===== src/hw/sram_test_pkg.sv =====
package sram_test_pkg;

  // word address as seen on the sram pins
  typedef logic [19:0] sram_addr_t;

  // one sram data word
  typedef logic [15:0] sram_data_t;

  // patterns in the order the test runs them
  typedef enum logic [2:0] {
    PAT_ZEROS   = 3'd0,
    PAT_ONES    = 3'd1,
    PAT_CHECK_A = 3'd2,
    PAT_CHECK_B = 3'd3,
    PAT_ADDR    = 3'd4
  } pattern_kind_t;

  // decode stage states
  typedef enum logic [2:0] {
    ST_START,
    ST_WRITE,
    ST_READ,
    ST_NEXT_PATTERN,
    ST_DONE,
    ST_HALT
  } seq_state_t;

  // one memory operation, data is the expected word for a read
  typedef struct packed {
    logic       is_write;
    sram_addr_t addr;
    sram_data_t data;
  } mem_op_t;

endpackage

===== src/hw/sram_test_sequencer.sv =====
`timescale 1ns/10ps

module sram_test_sequencer #(
  parameter int ADDR_BITS = 20
) (
  input  logic                         clk,
  input  logic                         reset,
  input  logic                         test_pass,
  input  logic                         op_accepted,
  output sram_test_pkg::mem_op_t       op,
  output logic                         op_issue,
  output logic                         test_done,
  output sram_test_pkg::pattern_kind_t pattern_state,
  output sram_test_pkg::sram_addr_t    iter_addr
);

  sram_test_pkg::seq_state_t state;
  sram_test_pkg::seq_state_t next_state;

  logic [ADDR_BITS-1:0]      addr_cnt;
  logic                      last_op;
  logic                      issue_write;
  logic                      issue_read;
  logic                      advance;
  logic                      restart;
  logic                      last_kind;
  sram_test_pkg::sram_data_t pattern;

  sram_pattern_generator pattern_gen (
    .clk      (clk),
    .reset    (reset),
    .restart  (restart),
    .advance  (advance),
    .addr     (iter_addr),
    .pattern  (pattern),
    .kind     (pattern_state),
    .last_kind(last_kind)
  );

  always_comb begin
    next_state  = state;
    issue_write = 1'b0;
    issue_read  = 1'b0;
    advance     = 1'b0;
    restart     = 1'b0;
    case (state)
      sram_test_pkg::ST_START, sram_test_pkg::ST_NEXT_PATTERN: begin
        issue_write = 1'b1;
        next_state  = sram_test_pkg::ST_WRITE;
      end
      sram_test_pkg::ST_WRITE: begin
        if (op_accepted && last_op) begin
          issue_read = 1'b1;
          next_state = sram_test_pkg::ST_READ;
        end else if (op_accepted) begin
          issue_write = 1'b1;
        end
      end
      sram_test_pkg::ST_READ: begin
        if (op_accepted && last_op) begin
          advance    = !last_kind;
          next_state = last_kind ? sram_test_pkg::ST_DONE : sram_test_pkg::ST_NEXT_PATTERN;
        end else if (op_accepted) begin
          issue_read = 1'b1;
        end
      end
      sram_test_pkg::ST_DONE: begin
        restart    = 1'b1;
        next_state = sram_test_pkg::ST_START;
      end
      default: begin
      end
    endcase
  end

  always_ff @(posedge clk) begin
    if (reset) begin
      state    <= sram_test_pkg::ST_START;
      addr_cnt <= '0;
      last_op  <= 1'b0;
    end else begin
      state <= test_pass ? next_state : sram_test_pkg::ST_HALT;
      // counter wraps to zero after the last address of a pass
      if (op_issue) begin
        addr_cnt <= addr_cnt + 1'b1;
        last_op  <= (addr_cnt == '1);
      end
    end
  end

  // high address bits outside the tested span stay zero
  assign iter_addr   = sram_test_pkg::sram_addr_t'(addr_cnt);
  assign op_issue    = (issue_write || issue_read) && test_pass;
  assign op.is_write = issue_write;
  assign op.addr     = iter_addr;
  assign op.data     = pattern;
  assign test_done   = (state == sram_test_pkg::ST_DONE);

endmodule


===== src/hw/sram_pattern_generator.sv =====
`timescale 1ns/10ps

module sram_pattern_generator (
  input  logic                         clk,
  input  logic                         reset,
  input  logic                         restart,
  input  logic                         advance,
  input  sram_test_pkg::sram_addr_t    addr,
  output sram_test_pkg::sram_data_t    pattern,
  output sram_test_pkg::pattern_kind_t kind,
  output logic                         last_kind
);

  sram_test_pkg::pattern_kind_t kind_next;

  // step to the next kind, wrap after the address pattern
  always_comb begin
    if (kind == sram_test_pkg::PAT_ADDR) begin
      kind_next = sram_test_pkg::PAT_ZEROS;
    end else begin
      kind_next = sram_test_pkg::pattern_kind_t'(kind + 3'd1);
    end
  end

  always_ff @(posedge clk) begin
    if (reset || restart) begin
      kind <= sram_test_pkg::PAT_ZEROS;
    end else if (advance) begin
      kind <= kind_next;
    end
  end

  // pattern word from kind and address
  always_comb begin
    case (kind)
      sram_test_pkg::PAT_ZEROS:   pattern = 16'h0000;
      sram_test_pkg::PAT_ONES:    pattern = 16'hffff;
      sram_test_pkg::PAT_CHECK_A: pattern = 16'h5555;
      sram_test_pkg::PAT_CHECK_B: pattern = 16'haaaa;
      sram_test_pkg::PAT_ADDR:    pattern = addr[15:0];
      default:                    pattern = 16'h0000;
    endcase
  end

  assign last_kind = (kind == sram_test_pkg::PAT_ADDR);

endmodule


===== config.mk =====
export PLATFORM = sky130hd
export DESIGN_NAME = sram_test_sequencer
export DESIGN_NICKNAME = d
export VERILOG_FILES = /design/src/hw/sram_test_pkg.sv /design/src/hw/sram_test_sequencer.sv /design/src/hw/sram_pattern_generator.sv
export SDC_FILE = /design/constraint.sdc
export NUM_CORES = 1
export LEC_CHECK = 0
export ABC_AREA = 1
export BUFFER_PORTS_ARGS = -buffer_cell sky130_fd_sc_hd__buf_2
export CAP_MARGIN = 20
export CORE_MARGIN = 2
export CORE_UTILIZATION = 29
export CTS_CLUSTER_DIAMETER = 120
export CTS_CLUSTER_SIZE = 12
export DETAILED_ROUTE_END_ITERATION = 7
export PLACE_DENSITY = 0.47
export SLEW_MARGIN = 10
export SYNTH_ARGS = -nofsm -noshare
export SYNTH_HDL_FRONTEND = slang
export SYNTH_SLANG_ARGS = --single-unit
export TNS_END_PERCENT = 100

===== constraint.sdc =====
create_clock -name clk -period 1.6 [get_ports clk]
set_input_delay 0.16 -clock clk [delete_from_list [all_inputs] [get_ports clk]]
set_output_delay 0.16 -clock clk [all_outputs]
set_load 0.01 [all_outputs]

==> results.toml, run 1 <==
[cells_and_area]
layout.nets = 405
syn2layout_area_growth_pct = 40.7
antenna_cells_inserted = 0
final_core_util_pct = 41.8
final_cells = 474
regArea_sq_um = 563
drive_above_1_share_pct = 43.4
fill_cells = 738
multiInputGateArea_sq_mm = 0.00127

[critical_path]
worstPathRequired_ns = 1.44
cp-end-kind = "output pin"
critPathArrivalTime_ns = 1.47
start_kind = "flop"
r2r_end = "pattern_gen.kind[2]"
ff2ff_setup_slack_ns = 0.14
criticalPathCategory = "reg -> out"
r2r-start = "pattern_gen.kind[1]"
critPathMaxFanout = 4
r2r_cells = 8

[power]
p_leak_nw = 1.30
p_int_w = 0.000999
p_per_area_mw_per_mm2 = 527
vdd_drop_max_mv = 0.213
swShare_pct = 32.9
p_sw_w = 0.000490
p_seq_share_pct = 47.9
pwr-share-clk_pct = 28.1
power_frac_comb_pct = 24.0

[grt]
grt-ovfl-total = 0
grt_pass1_wl_mm = 10.4
track_usage_pct = 17.4
met2_usage_pct = 26.9
grt.busiest_layer = "met2"
grt_start_max_net_pins = 19
antenna_found_initial = 0
met3_usage_pct = 3.03
grt_pass1_vias = 2046
grt_use_met1_pct = 25.4

[floorplanning]
start_util_pct = 29.7
rows = 30
fp.dieW_microns = 87.2
core_sq_mm = 0.00676
die_area_sq_mm = 0.00761
die_y_microns = 87.2
io_pins = 66

[clocking]
cts_tree = "built"
path_clk_slew_ns = 0.10
cts_sinks = 27
clockBufferDepth = 2
clock_latency_ns = 0.28
htreeDepth = 1
numCtsBuffers = 3
cts_root_buf = "clkbuf_8"

[placement]
place_hpwl_mm = 4.66
pre_cts_ws_ns = 0.0144
port_buffers = 65
gp_congestion = 0.817
placedCellCount = 456

[logic_synthesis]
muxShareOfSynthArea_pct = 0
yosysUniqueCellTypes = 24
syn_inst = 315
synth_edf_count = 0
synth_top_family_by_area = "simple AND/OR/NAND/NOR gates"
seq_area_frac_synth_pct = 26.9
synth_adder_area_share_pct = 3.74
yosysMostFrequentCell = "nand2_1"
synth_common_cells = "73 x nand2_1, 43 x nor2_1, 40 x inv_1, 28 x o21ai_0, 27 x dfxtp_1"
synth-compound-area-share_pct = 13.9
synth_area_leader_cell = "dfxtp_1"
syn_area_sq_mm = 0.00201
ys_ff_latch = 27
synth_ff_type = "dfxtp_1"
synth-xor-area-share_pct = 2.18
synth_simple_gate_area_share_pct = 34.6
syn_avg_cell_area_sq_um = 6.38
synth_top_area_share_pct = 26.9
ys_warn_count = 0
async_flop_share_pct = 0
yosys-top-cells-area = "dfxtp_1 27%, nand2_1 14%, nor2_1 8.0%"
syn-num-nets = 325

[timing]
tightest_slew_ns = 0.490
drv_slew = 0
slew_headroom_pct = 67.0
min_period_over_period_pct = 102
hold_viol = 0
layout_setup_ws_ns = -0.0324
setup_violations = 14
period_needed_ns = 1.63
setup_tns_ns = -0.211
whs_ns = 0.288
rsz0062_at_grt = "true"
skew_ns = 0.00214
fmax_mhz = 613

[job]
cap_violations = 0

[detailed_routing]
drc = 0
vias = 2218
wl_per_cell_microns = 14.0
via_per_inst = 4.68
detail-route-antenna-nets = 0
drtPass1Iterations = 4
drtIter0Drc = 119
wl_mm = 6.62

[outcome]
violations = "setup timing"
status = "finished with violations"

[min_path]
hold_path_depth = 3
worstHoldPathType = "in -> reg"
worstHoldStart = "test_pass"
whs_endpoint = "state[1]"
## sequential cells by signal, summed over array words and instances (netlist names)
| register | cells |
|---|---|
| last_op | 1 |
| state | 3 |
| iter_addr | 20 |
| pattern_gen.kind | 3 |
## metal layers
| metal | wire (microns) | vias to the layer above | part of all wire [%] |
|---|---|---|---|
| met1 | 3290 | 1019 | 50 |
| met5 | 0 | - | 0 |
| met2 | 2990 | 57 | 45 |
| met3 | 276 | 5 | 4.2 |
| met4 | 59 | 0 | 0.89 |
| li1 | - | 1137 | - |
## timing repair
| action | CTS | global route |
|---|---|---|
| endpoints found under the setup margin | 19 | 34 |
| pin swaps | 3 | 3 |
| cloned | 1 | 1 |
| buffers inserted | 2 | 10 |
| resized for setup | 55 | 29 |
| hold buffers | 0 | 0 |
## layout by cell type (no fill, tap or decap), drive strengths merged
| master | Yosys | final |
|---|---|---|
| nor3 | 4 | 4 |
| clkinv | 0 | 1 |
| a211oi | 2 | 2 |
| clkbuf | 4 | 4 |
| xor2 | 5 | 5 |
| nor2 | 45 | 45 |
| inv | 43 | 42 |
| ha | 6 | 6 |
| dfxtp | 27 | 27 |
| a21oi | 17 | 17 |
| nand4 | 8 | 8 |
| nand3 | 17 | 17 |
| clkinvlp | 0 | 1 |
| nand2 | 84 | 84 |
| buf | 24 | 102 |
| o21ai | 29 | 29 |
## layout make-up
type                       instances  share of cell area, %
clock buffer                       4                   1.59
inverter                          43                   6.55
multi-input combinational        217                   45.0
sequential                        27                   19.9
tap                               80                   3.54
timing repair buffer             102                   23.1
timing repair inverter             1                  0.310
## critical path: stages (launching register included)
cell and delay, ns:
dfxtp_4 0.39, ha_4 0.17, ha_4 0.15, a21oi_4 0.13
buf_4 0.16, o21ai_2 0.06, buf_2 0.14
## power groups by stage
stage | Sequential, W | Combinational (W) | Clock (W)
2_1_floorplan | 0.000728 | 0.000222 | 0
3_3_place_gp | 0.000725 | 0.000285 | 0
3_5_place_dp | 0.000725 | 0.000285 | 0
4_1_cts | 0.000708 | 0.000295 | 0.000433
5_1_grt | 0.000716 | 0.000396 | 0.000457
6_report | 0.000713 | 0.000358 | 0.000419
## kinds of logic after synthesis
family,Yosys count
buffers and inverters,71
AND/OR/NAND/NOR,158
XOR/XNOR,5
adder cells (fa/ha/maj),6
AO/OA/AOI/OAI,48
flip-flops,27
## metrics by stage
stage,total power (W),instance area [sq um]
2_1_floorplan,0.000950,2010
3_3_place_gp,0.00101,2410
3_5_place_dp,0.00101,2410
4_1_cts,0.00144,2640
5_1_grt,0.00157,2830
6_report,0.00149,2830
## how the worst max path moves through the flow
stage                    endpoint  cells after the start           startpoint
floorplan                   op[0]                      4  pattern_gen.kind[0]
global placement           op[12]                      6  pattern_gen.kind[1]
detailed placement  iter_addr[16]                      9         iter_addr[0]
CTS                        op[11]                      6  pattern_gen.kind[1]
global route                op[3]                      6  pattern_gen.kind[2]
finish                      op[9]                      6  pattern_gen.kind[1]
Power figures use the tool's default switching activity.
==> inputs of run 2 (changes only) <==
- SYNTH_HIERARCHICAL: default -> 1
==> results.toml, run 2 <==
[critical_path]
critPathMaxFanout = 4
cp-end-kind = "output pin"
cp-startpoint = "pattern_gen/kind[0]"
start_kind = "flop"
critPathArrivalTime_ns = 1.49
r2r_cells = 12
criticalPathCategory = "reg -> out"
r2r-start = "pattern_gen/kind[0]"
worstPathRequired_ns = 1.44

[logic_synthesis]
seq_area_frac_synth_pct = 26.3
syn_area_sq_mm = 0.00205
yosysMostFrequentCell = "nand2_1"
syn-num-nets = 332
yosysUniqueCellTypes = 29
synth_ff_type = "dfxtp_1"
syn_avg_cell_area_sq_um = 6.37
synth_area_leader_cell = "dfxtp_1"
synth_common_cells = "104 x nand2_1, 40 x nor2_1, 36 x inv_1, 27 x dfxtp_1, 21 x buf_4"
synth_edf_count = 0
async_flop_share_pct = 0
syn_inst = 322
yosys-top-cells-area = "dfxtp_1 26%, nand2_1 19%, buf_4 7.7%"
ys_ff_latch = 27
synth_top_area_share_pct = 26.3
ys_warn_count = 6

[placement]
postPlaceCellArea_sq_mm = 0.00251
place_hpwl_mm = 4.79
pre_cts_ws_ns = 0.0372
gp_congestion = 0.759
port_buffers = 65
placedCellCount = 486

[grt]
grt_pass1_wl_mm = 10.4
grt-ovfl-total = 0
antenna_found_initial = 0
grt_use_met1_pct = 22.9
met3_usage_pct = 2.54
met2_usage_pct = 28.7
track_usage_pct = 17.2
grt.busiest_layer = "met2"
grt_pass1_vias = 2109
grt_start_max_net_pins = 16

[clocking]
cts_sinks = 27
clock_latency_ns = 0.29
cts_tree = "built"
path_clk_slew_ns = 0.11
htreeDepth = 1
cts_root_buf = "clkbuf_8"
cts_hold_buffers = 0
numCtsBuffers = 3
clockBufferDepth = 2

[floorplanning]
start_util_pct = 30.0
io_pins = 66
die_area_sq_mm = 0.00776
fp.dieW_microns = 88.1
core_sq_mm = 0.00683
die_y_microns = 88.1
rows = 30

[cells_and_area]
layout.nets = 420
mostFrequentLayoutCells = "84 x nand2_1, 50 x buf_2, 36 x buf_4, 32 x nor2_1, 31 x inv_1"
drive_above_1_share_pct = 45.5
largest_register_ffs = 20
syn2layout_area_growth_pct = 49.8
antenna_cells_inserted = 0
final_cells = 505
mostFrequentLayoutCell = "nand2_1"
stdcell_area_sq_mm = 0.00307

[timing]
fmax_mhz = 607
hold_viol = 0
layout_setup_ws_ns = -0.0473
tightest_slew_ns = 0.347
skew_ns = 0.00619
slew_headroom_pct = 76.8
min_period_over_period_pct = 103
rsz0062_at_grt = "true"
whs_ns = 0.208
drv_slew = 0
period_needed_ns = 1.65
setup_violations = 16

[outcome]
status = "finished with violations"
violations = "setup timing"

[detailed_routing]
via_per_inst = 4.49
drc = 0
wl_per_cell_microns = 13.1
detail-route-antenna-nets = 0
vias = 2265
wl_mm = 6.61
drtPass1Iterations = 4
drtIter0Drc = 87

[power]
p_per_area_mw_per_mm2 = 464
fin_total_pwr_w = 0.00143
p_leak_nw = 1.43
vdd_drop_max_mv = 0.278

[min_path]
hold_path_depth = 4
worstHoldPathType = "in -> reg"
worstHoldStart = "reset"

[job]
cap_violations = 0
## run 2: per-stage QoR
step | utilization (%) | TNS [ns]
floorplan | - | 0
global placement | 36.8 | 0
detailed placement | 36.8 | 0
CTS | 41.2 | -0.434
global route | 45.0 | -1.19
finish | 45.0 | -0.548
## run 2: layout make-up
type / count / area, sq um
tap: 96 / 120
timing repair buffer: 110 / 820
fill: 743 / 3760
sequential: 27 / 558
clock buffer: 4 / 45.0
multi-input combinational: 230 / 1370
inverter: 38 / 165
## run 2: timing repair
| action | CTS | global route |
|---|---|---|
| gates cloned | 1 | 0 |
| setup buffers | 12 | 2 |
| endpoints found under the setup margin | 17 | 37 |
| pin swaps | 5 | 12 |
| gates resized for setup | 35 | 65 |
## run 2: final timing paths
kind	endpoint	slack, ns
setup / recovery	op[9]	-0.05
hold / removal	pattern_gen/kind[0]	0.21
setup reg to reg	pattern_gen/kind[2]	0.09
hold reg to reg	last_op	0.50
## run 2: power by group
group | switching [W] | internal (W)
sequential | 0.0000129 | 0.000683
clock | 0.000247 | 0.000180
combinational | 0.000186 | 0.000117
total | 0.000447 | 0.000980
## run 2: logic make-up after synthesis
group	synth area share (%)
buf+inv	17.7
simple gates	38.7
compound gates	10.2
flops	26.3
fa+ha+maj	3.66
xor+xnor	3.41
## run 2: routing by layer
layer | vias to the layer above | share of wire (%)
li1 | 1156 | -
met1 | 1054 | 47
met2 | 47 | 48
met3 | 8 | 3.0
met4 | 0 | 1.4
met5 | - | 0
## run 2: worst max-delay path, cell delays in order (launching register included)
cell,delay (ns)
dfxtp_4,0.39
ha_4,0.17
ha_4,0.15
a21oi_4,0.17
buf_6,0.15
nand2_2,0.05
buf_6,0.11
