===== config.mk =====
export PLATFORM = sky130hd
export DESIGN_NAME = axi_lite_master_port
export DESIGN_NICKNAME = d
export VERILOG_FILES = /design/src/hw/sram_test_pkg.sv /design/src/hw/axi_lite_pkg.sv /design/src/hw/axi_lite_master_port.sv
export SDC_FILE = /design/constraint.sdc
export NUM_CORES = 1
export LEC_CHECK = 0
export ABC_AREA = 1
export BUFFER_PORTS_ARGS = -buffer_cell sky130_fd_sc_hd__buf_2
export CAP_MARGIN = 10
export CORE_MARGIN = 4
export CORE_UTILIZATION = 48
export DETAILED_ROUTE_END_ITERATION = 8
export PLACE_DENSITY_LB_ADDON = 0.2
export SLEW_MARGIN = 40
export SYNTH_ARGS = -nofsm -noshare
export SYNTH_HDL_FRONTEND = slang
export SYNTH_SLANG_ARGS = --single-unit

===== constraint.sdc =====
create_clock -name clk -period 3.4 [get_ports clk]
set_input_delay 0.34 -clock clk [delete_from_list [all_inputs] [get_ports clk]]
set_output_delay 0.34 -clock clk [all_outputs]
set_load 0.005 [all_outputs]

===== src/hw/sram_test_pkg.sv =====
package sram_test_pkg;

  // word address as seen on the sram pins
  typedef logic [19:0] sram_addr_t;

  // one sram data word
  typedef logic [15:0] sram_data_t;

  // patterns in the order the test runs them
  typedef enum logic [2:0] {
    PAT_ZEROS   = 3'd0,
    PAT_ONES    = 3'd1,
    PAT_CHECK_A = 3'd2,
    PAT_CHECK_B = 3'd3,
    PAT_ADDR    = 3'd4
  } pattern_kind_t;

  // decode stage states
  typedef enum logic [2:0] {
    ST_START,
    ST_WRITE,
    ST_READ,
    ST_NEXT_PATTERN,
    ST_DONE,
    ST_HALT
  } seq_state_t;

  // one memory operation, data is the expected word for a read
  typedef struct packed {
    logic       is_write;
    sram_addr_t addr;
    sram_data_t data;
  } mem_op_t;

endpackage

===== src/hw/axi_lite_pkg.sv =====
package axi_lite_pkg;

  // response code, carried on B and R
  typedef logic [1:0] axi_resp_t;

  localparam axi_resp_t RESP_OKAY   = 2'b00;
  localparam axi_resp_t RESP_SLVERR = 2'b10;

  // AW and AR payload
  typedef struct packed {
    sram_test_pkg::sram_addr_t addr;
  } axi_addr_chan_t;

  // W payload, strobes are implied all ones
  typedef struct packed {
    sram_test_pkg::sram_data_t data;
  } axi_wdata_chan_t;

  // R payload
  typedef struct packed {
    sram_test_pkg::sram_data_t data;
    axi_resp_t                 resp;
  } axi_rdata_chan_t;

endpackage


===== src/hw/axi_lite_master_port.sv =====
`timescale 1ns/10ps

module axi_lite_master_port (
  input  logic                          clk,
  input  logic                          reset,
  input  sram_test_pkg::mem_op_t        op,
  input  logic                          op_issue,
  output logic                          op_accepted,
  output logic                          expect_push,
  output sram_test_pkg::sram_data_t     expect_data,
  output axi_lite_pkg::axi_addr_chan_t  aw,
  output logic                          awvalid,
  input  logic                          awready,
  output axi_lite_pkg::axi_wdata_chan_t w,
  output logic                          wvalid,
  input  logic                          wready,
  input  logic                          bvalid,
  output logic                          bready,
  input  axi_lite_pkg::axi_resp_t       bresp,
  output axi_lite_pkg::axi_addr_chan_t  ar,
  output logic                          arvalid,
  input  logic                          arready
);

  logic aw_hs;
  logic w_hs;
  logic ar_hs;
  logic aw_done;
  logic w_done;
  logic write_accepted;

  assign aw_hs = awvalid && awready;
  assign w_hs  = wvalid && wready;
  assign ar_hs = arvalid && arready;

  // both write beats seen, either earlier or in this cycle
  assign write_accepted = (aw_done || aw_hs) && (w_done || w_hs);
  assign op_accepted    = write_accepted || ar_hs;

  always_ff @(posedge clk) begin
    if (reset) begin
      awvalid     <= 1'b0;
      wvalid      <= 1'b0;
      arvalid     <= 1'b0;
      bready      <= 1'b0;
      aw_done     <= 1'b0;
      w_done      <= 1'b0;
      expect_push <= 1'b0;
    end else begin
      bready      <= 1'b1;
      expect_push <= op_issue && !op.is_write;
      if (op_issue && op.is_write) begin
        awvalid <= 1'b1;
        wvalid  <= 1'b1;
      end else begin
        if (aw_hs) awvalid <= 1'b0;
        if (w_hs) wvalid <= 1'b0;
      end
      if (op_issue && !op.is_write) begin
        arvalid <= 1'b1;
      end else if (ar_hs) begin
        arvalid <= 1'b0;
      end
      // sticky beat flags, cleared once the write counts as accepted
      if (write_accepted) begin
        aw_done <= 1'b0;
        w_done  <= 1'b0;
      end else begin
        if (aw_hs) aw_done <= 1'b1;
        if (w_hs) w_done <= 1'b1;
      end
    end
  end

  always_ff @(posedge clk) begin
    if (op_issue && op.is_write) begin
      aw.addr <= op.addr;
      w.data  <= op.data;
    end else if (op_issue) begin
      ar.addr     <= op.addr;
      expect_data <= op.data;
    end
  end

endmodule


==> results of run 1 <==
power breakdown:
part | switching, mW | internal [mW]
Sequential | 0.0143 | 1.13
Combinational | 0.0665 | 0.0599
Clock | 0.289 | 0.326
Total | 0.370 | 1.51
critical path, stage by stage, from the launching register on:
cell and delay, ps:
dfxtp_1 370, nand2_1 60, nand2_1 80, nand2_1 50, nand2_1 50, buf_2 100
per-stage QoR:
stage / setup slack (ps) / area (sq um)
detailed placement: 1640 / 3130
CTS: 1990 / 3310
global placement: 1630 / 3130
finish: 2010 / 3310
global route: 1890 / 3310
floorplan: 1850 / 2430
layer usage:
layer  wire [microns]  part of all wire
met1             1530              0.34
met2             2340              0.52
met3              488              0.11
met4              110             0.025
met5                0                 0
synth_stat cells:
cell type	instances	area, sq um
inv_2	1	3.75
inv_1	10	37.5
dfxtp_1	7	140
nand2_2	1	6.26
edfxtp_1	72	2160
nand2_1	11	41.3
nor2_1	1	3.75
nand3_1	2	10.0
a21oi_1	5	25.0
sequential cells by signal (all words and copies together), names as in the netlist:
name         flops
ar              20
arvalid          1
aw              20
aw_done          1
awvalid          1
bready           1
expect_data     16
expect_push      1
w               16
w_done           1
wvalid           1
kinds of logic after synthesis:
logic type,after synthesis,synth area share
DFF,79,0.947
buffers and inverters,11,0.0170
and+or+nand+nor,15,0.0252
AOI/OAI and AO/OA,5,0.0103
layout by cell type (no fill, tap or decap), drive strengths merged:
cell type / synthesis / layout
buf: 0 / 122
edfxtp: 72 / 72
nand2: 12 / 12
inv: 11 / 11
clkbuf: 0 / 9
dfxtp: 7 / 7
a21oi: 5 / 5
clkinv: 0 / 5
nand3: 2 / 2
nor2: 1 / 1
bufinv: 0 / 1
layout make-up:
cell class	instances	area share
Sequential cell	79	0.696
Timing Repair Buffer	122	0.186
Clock buffer	9	0.0375
Multi-Input combinational cell	20	0.0261
Tap cell	67	0.0254
Clock inverter	6	0.0159
Inverter	11	0.0125
path summary, 6_finish.rpt:
check                from     endpoint  slack [ps]  depth (start not counted)
setup / recovery  awvalid  op_accepted        2010                          5
hold / removal     op[33]       ar[17]         190                          1
setup reg to reg  awvalid      aw_done        2720                          4
hold reg to reg   arvalid      arvalid         490                          2
==> Implementation_results.wiki, run 1 <==
{| class="wikitable"
! Metric !! Value
|-
| Result of the run || completed
|-
| Final period utilization || 0.409
|-
| TritonCTS clock tree || yes
|-
| Gates resized, CTS repair || 0
|-
| Area of the core || 4820 sq um
|-
| Clock transition at the registers of the reported paths || approximately 70 ps
|-
| Global Route met1 Usage || 0.156
|-
| Clock H-tree levels || 3
|-
| Rel. slew slack || 0.597
|-
| Antenna violation net count after detailed routing || 0
|-
| Pin count of the biggest net entering global routing || 37
|-
| Maximum number of buffers from clock root to sink || 2
|-
| Worst IR Drop VDD || roughly 0.38 mV
|-
| Io pins || roughly 120
|-
| Critical path fanouts, max || 4
|-
| Syn avg cell area || 22.1 sq um
|-
| Placed instance count || 299
|-
| Gate count after technology mapping || 110
|-
| Total power density per cell area || ~570 nW/um^2
|-
| Global-route wire length before repair || 6740 microns
|-
| Total vias in the final route || 1378
|-
| Critical path capture point type || output port
|-
| Met2 Resource Use GR || 0.247
|-
| DRC errors left || 0
|-
| Number of buffers created by CTS || 9
|-
| WL/cell || 14.2 microns
|-
| Row count || 25
|-
| Half-perimeter wire length after placement || 3210 microns
|-
| Final number of max-transition violations || 0
|-
| Sequential fraction of the synthesis area || 0.947
|-
| Static Leakage || ~1.4 nW
|-
| Setup bufs post-CTS || 0
|-
| Proportion of layout cells with a drive suffix above 1 || 0.555
|-
| Die W || 79.2 microns
|-
| Data required, critical path || 3060 ps
|-
| Global route hottest layer || met2
|-
| Library cells used by synthesis || 9
|-
| Signal arrival time at the worst endpoint || 1050 ps
|-
| Post-Syn Area || 2430 sq um
|-
| Weighted congestion at the end of routability-driven global placement || 0.707
|-
| Final hold violations || 0
|-
| Vias in the first global route || between 1000 and 1500
|-
| Element type at the critical path start || flop
|-
| Number of buffers inserted by hold repair at cts || 0
|-
| Area growth from synthesis to layout || 36.0%
|-
| Timing-limited maximum frequency || 0.719 GHz
|-
| Vertical die dimension || 79.2 microns
|-
| Multi-input logic area || between 80 and 90 sq um
|-
| Violation count after the first detailed-routing iteration || 79
|-
| Number of buffers inserted by port buffering || 120
|-
| Final setup TNS || 0 ps
|-
| Clk root buf || clkbuf_8
|-
| Fin cells || 314
|-
| Clock latency of the later-clocked register in the worst-skew pair || 330 ps
|-
| Number of synthesis warnings || 0
|-
| Layout filler cell count || 373
|-
| Unrepaired setup endpoints after global routing || no
|-
| Total Power Consumption || 1.88 mW
|-
| Hold Crit Class || in -> reg
|-
| Setup Viol. Count Final || 0
|-
| Starting density of the core || 0.504
|-
| Clock tree skew after final layout || 1.37 ps
|-
| FF/Latch Area || 2300 sq um
|-
| Average vias per placed instance || 4.39
|-
| Antenna violations before repair || 0
|-
| Met3 usage in global routing || 0.0522
|-
| Total of max-cap violations || 0
|-
| Post-layout minimum cycle time || between 1000 and 1500 ps
|-
| Post-synthesis register bit count || 79
|-
| Overall routed net length || 4460 microns
|-
| Final core occ || 0.686
|-
| Clock sink count || 79
|-
| Slew @ Worst Pin || approximately 600 ps
|-
| Total Nets Final || 289
|-
| Congestion Overflow GR || 0
|-
| Count of TritonRoute iterations in the first routing pass || 4
|-
| Post-synthesis net count || 156
|-
| # diodes || 0
|-
| Aggregate global-route resource usage || 0.149
|-
| Die area || 6260 sq um
|-
| Hold slack final || ~200 ps
|-
| Classification of the worst setup path || reg -> out
|}
Power figures use the tool's default switching activity.
==> inputs of run 2 (changes only) <==
--- a/config.mk
+++ b/config.mk
@@ -9,7 +9,7 @@
 export BUFFER_PORTS_ARGS = -buffer_cell sky130_fd_sc_hd__buf_2
 export CAP_MARGIN = 10
 export CORE_MARGIN = 4
-export CORE_UTILIZATION = 48
+export CORE_UTILIZATION = 40
 export DETAILED_ROUTE_END_ITERATION = 8
 export PLACE_DENSITY_LB_ADDON = 0.2
 export SLEW_MARGIN = 40
==> constraint.sdc (replaced) <==
create_clock -name clk -period 1.25 [get_ports clk]
set_input_delay 0.125 -clock clk [delete_from_list [all_inputs] [get_ports clk]]
set_output_delay 0.125 -clock clk [all_outputs]
set_load 0.005 [all_outputs]
==> run 2 against run 1 <==
Effect of this change: first-iteration DRC count is 18% lower; final area is 15% higher; clock power grew to 3.3 times the previous value; register-to-register slack worse by 2100 ps; non-clock buffer count is 39 higher; total power grew to 3.0 times the previous value; clock skew hardly changed; routed wire length is 18% higher; utilization is 4.5 points lower; via count is 12% higher; die area is 18% higher; critical endpoint unchanged; largest cell class unchanged.
==> Implementation_results.wiki, run 2 (synthesized netlist as in run 1, its figures left out) <==
{| class="wikitable"
! Metric !! Value
|-
| Number of buffers created by CTS || 9 (unchanged)
|-
| Slew @ Worst Pin || 213 ps (-391 ps)
|-
| Final core occ || 0.641 (-0.0449)
|-
| Violation count after the first detailed-routing iteration || 65 (-18%)
|-
| WHS Endpoint || arvalid
|-
| Path depth of the worst reg2reg path || 3 (-1)
|-
| Reg2Reg Setup Slack || 580 ps (-2140 ps)
|-
| Congestion Overflow GR || 0 (unchanged)
|-
| CP Cell Sequence || nand2_2, nand2_2, nand2_1, nand2_1, buf_2
|-
| TritonCTS clock tree || yes
|-
| Weighted congestion at the end of routability-driven global placement || 0.714 (+0.89%)
|-
| Result of the run || completed
|-
| Worst path slowest cell || dfxtp_4
|-
| Proportion of layout cells with a drive suffix above 1 || 0.509 (-0.0459)
|-
| Clk root buf || clkbuf_8
|-
| Unrepaired setup endpoints after global routing || no
|-
| Total of max-cap violations || 0 (unchanged)
|-
| R2R Path Start || awvalid
|-
| Final period utilization || 0.918
|-
| Half-perimeter wire length after placement || 3400 microns (+5.8%)
|-
| # diodes || 0 (unchanged)
|-
| Hold Crit Class || in -> reg
|-
| Number of buffers inserted by port buffering || 120 (unchanged)
|-
| Final setup TNS || 0 ps (unchanged)
|-
| Data required, critical path || 1120 ps (-1940 ps)
|-
| Die area || 7390 sq um (+18%)
|-
| Row count || 28 (+12%)
|-
| Count of TritonRoute iterations in the first routing pass || 4 (unchanged)
|-
| Clock latency of the later-clocked register in the worst-skew pair || 340 ps (about the same)
|-
| Static Leakage || 1.59 nW (+12%)
|-
| Clock transition at the registers of the reported paths || 70 ps (about the same)
|-
| Hold path cells || 4 (+3)
|-
| Total power density per cell area || 1480 nW/um^2 (+160%)
|-
| Setup Viol. Count Final || 0 (unchanged)
|-
| Antenna violation net count after detailed routing || 0 (unchanged)
|-
| Leading registers by flop count || ar: 20 flops, aw: 20 flops
|-
| Critical path fanouts, max || 4 (unchanged)
|-
| Classification of the worst setup path || reg -> out
|-
| Starting density of the core || 0.410 (-0.0940)
|-
| Element type at the critical path start || flop
|-
| Aggregate global-route resource usage || 0.149 (+0.000287)
|-
| Average vias per placed instance || 4.27 (-2.7%)
|-
| Biggest cell delay along the critical path || 360 ps (about the same)
|-
| DRC errors left || 0 (unchanged)
|-
| Antenna violations before repair || 0 (unchanged)
|-
| Timing-limited maximum frequency || 0.871 GHz
|-
| Vertical die dimension || 85.9 microns (+8.6%)
|-
| Maximum number of buffers from clock root to sink || 2 (unchanged)
|-
| Total Power Consumption || 5.61 mW (+200%)
|-
| Die W || 85.9 microns (+8.6%)
|-
| Post-layout worst setup margin || 102 ps (-1910 ps)
|-
| Total Nets Final || 328 (+13%)
|-
| Critical path capture point type || output port
|-
| R2R Path End || awvalid
|-
| Worst slack after detailed placement || 210 ps (-1430 ps)
|-
| Pin count of the biggest net entering global routing || 37 (unchanged)
|-
| Vias in the first global route || 1599 (+15%)
|-
| Most frequent cells in the layout || buf_2, edfxtp_1, dlygate4sd3_1
|-
| Final hold violations || 0 (unchanged)
|-
| Area of the core || 5920 sq um (+23%)
|-
| Post-layout minimum cycle time || about 1100 ps
|-
| Overall routed net length || 5280 microns (+18%)
|-
| Worst IR Drop VDD || 0.679 mV (+78%)
|-
| Clock H-tree levels || 3 (unchanged)
|-
| Total vias in the final route || 1546 (+12%)
|-
| Final number of max-transition violations || 0 (unchanged)
|-
| Most common cell after layout, fill and taps aside || buf_2
|-
| Io pins || 124 (unchanged)
|-
| WL/cell || 14.6 microns (+2.5%)
|-
| Hold path start || arready
|-
| Clock tree skew after final layout || 1.73 ps (+0.361 ps)
|-
| Clock sink count || 79 (unchanged)
|-
| Area growth from synthesis to layout || 56.3%
|-
| Global-route wire length before repair || 7930 microns (+18%)
|-
| Rel. slew slack || 0.858 (+0.261)
|-
| Signal arrival time at the worst endpoint || 1020 ps (-30 ps)
|}
## run 2: cell count changes in the layout (fill, tap and decap cells not counted), sizes merged
cell	before	now
dlygate4sd3	0	37
bufinv	1	2
inv	11	10
clkinvlp	0	4
buf	122	124
clkinv	5	2
## run 2: critical path, delay by kind of cell (launching register included)
family / cells / cell delay (ps)
buffers and inverters: 1 / 120
AND/OR/NAND/NOR: 4 / 200
flip-flops: 1 / 360
## run 2: routing by layer
layer  global-route usage  routed length, microns  vias to the layer above
met3               0.0586                     483                       14
met5                    0                       0                        -
met2                0.251                    2670                       72
li1                     -                       -                      754
met4               0.0719                     106                        0
met1                0.165                    2020                      706
## run 2: repair_timing
item | in CTS | in global routing
gates resized for setup | 0 | 4
endpoints found under the setup margin | 0 | 1
hold buffers | 37 | 0
setup buffers | 0 | 1
hold endpoints to repair | 75 | 0
## run 2: how the worst max path moves through the flow
stage	slack (ps)	end	start	cells after the start
2_1_floorplan	80	ar[0]	op[36]	3
3_3_place_gp	220	ar[18]	op[36]	5
3_5_place_dp	210	ar[6]	op[36]	5
4_1_cts	30	op_accepted	awvalid	5
5_1_grt	3	op_accepted	wvalid	5
6_report	100	op_accepted	wvalid	5
## run 2: power breakdown
group | switching, mW | internal (mW)
Clock | 0.908 | 1.13
Sequential | 0.0425 | 3.07
Combinational | 0.207 | 0.256
Total | 1.16 | 4.45
## run 2: layout make-up
type | count | area (sq um)
timing repair buffer | 161 | 1040
sequential | 79 | 2310
clock inverter | 7 | 96.3
tap | 75 | 93.8
inverter | 11 | 48.8
multi-input combinational | 20 | 88.8
fill | 450 | 2120
clock buffer | 9 | 124
## run 2: metrics by stage
step	area [sq um]	hold WS, ps	instances
3_5_place_dp	3190	316	308
6_report	3800	48.1	362
3_3_place_gp	3190	313	308
5_1_grt	3800	43.9	362
4_1_cts	3780	38.0	361
2_1_floorplan	2440	194	110
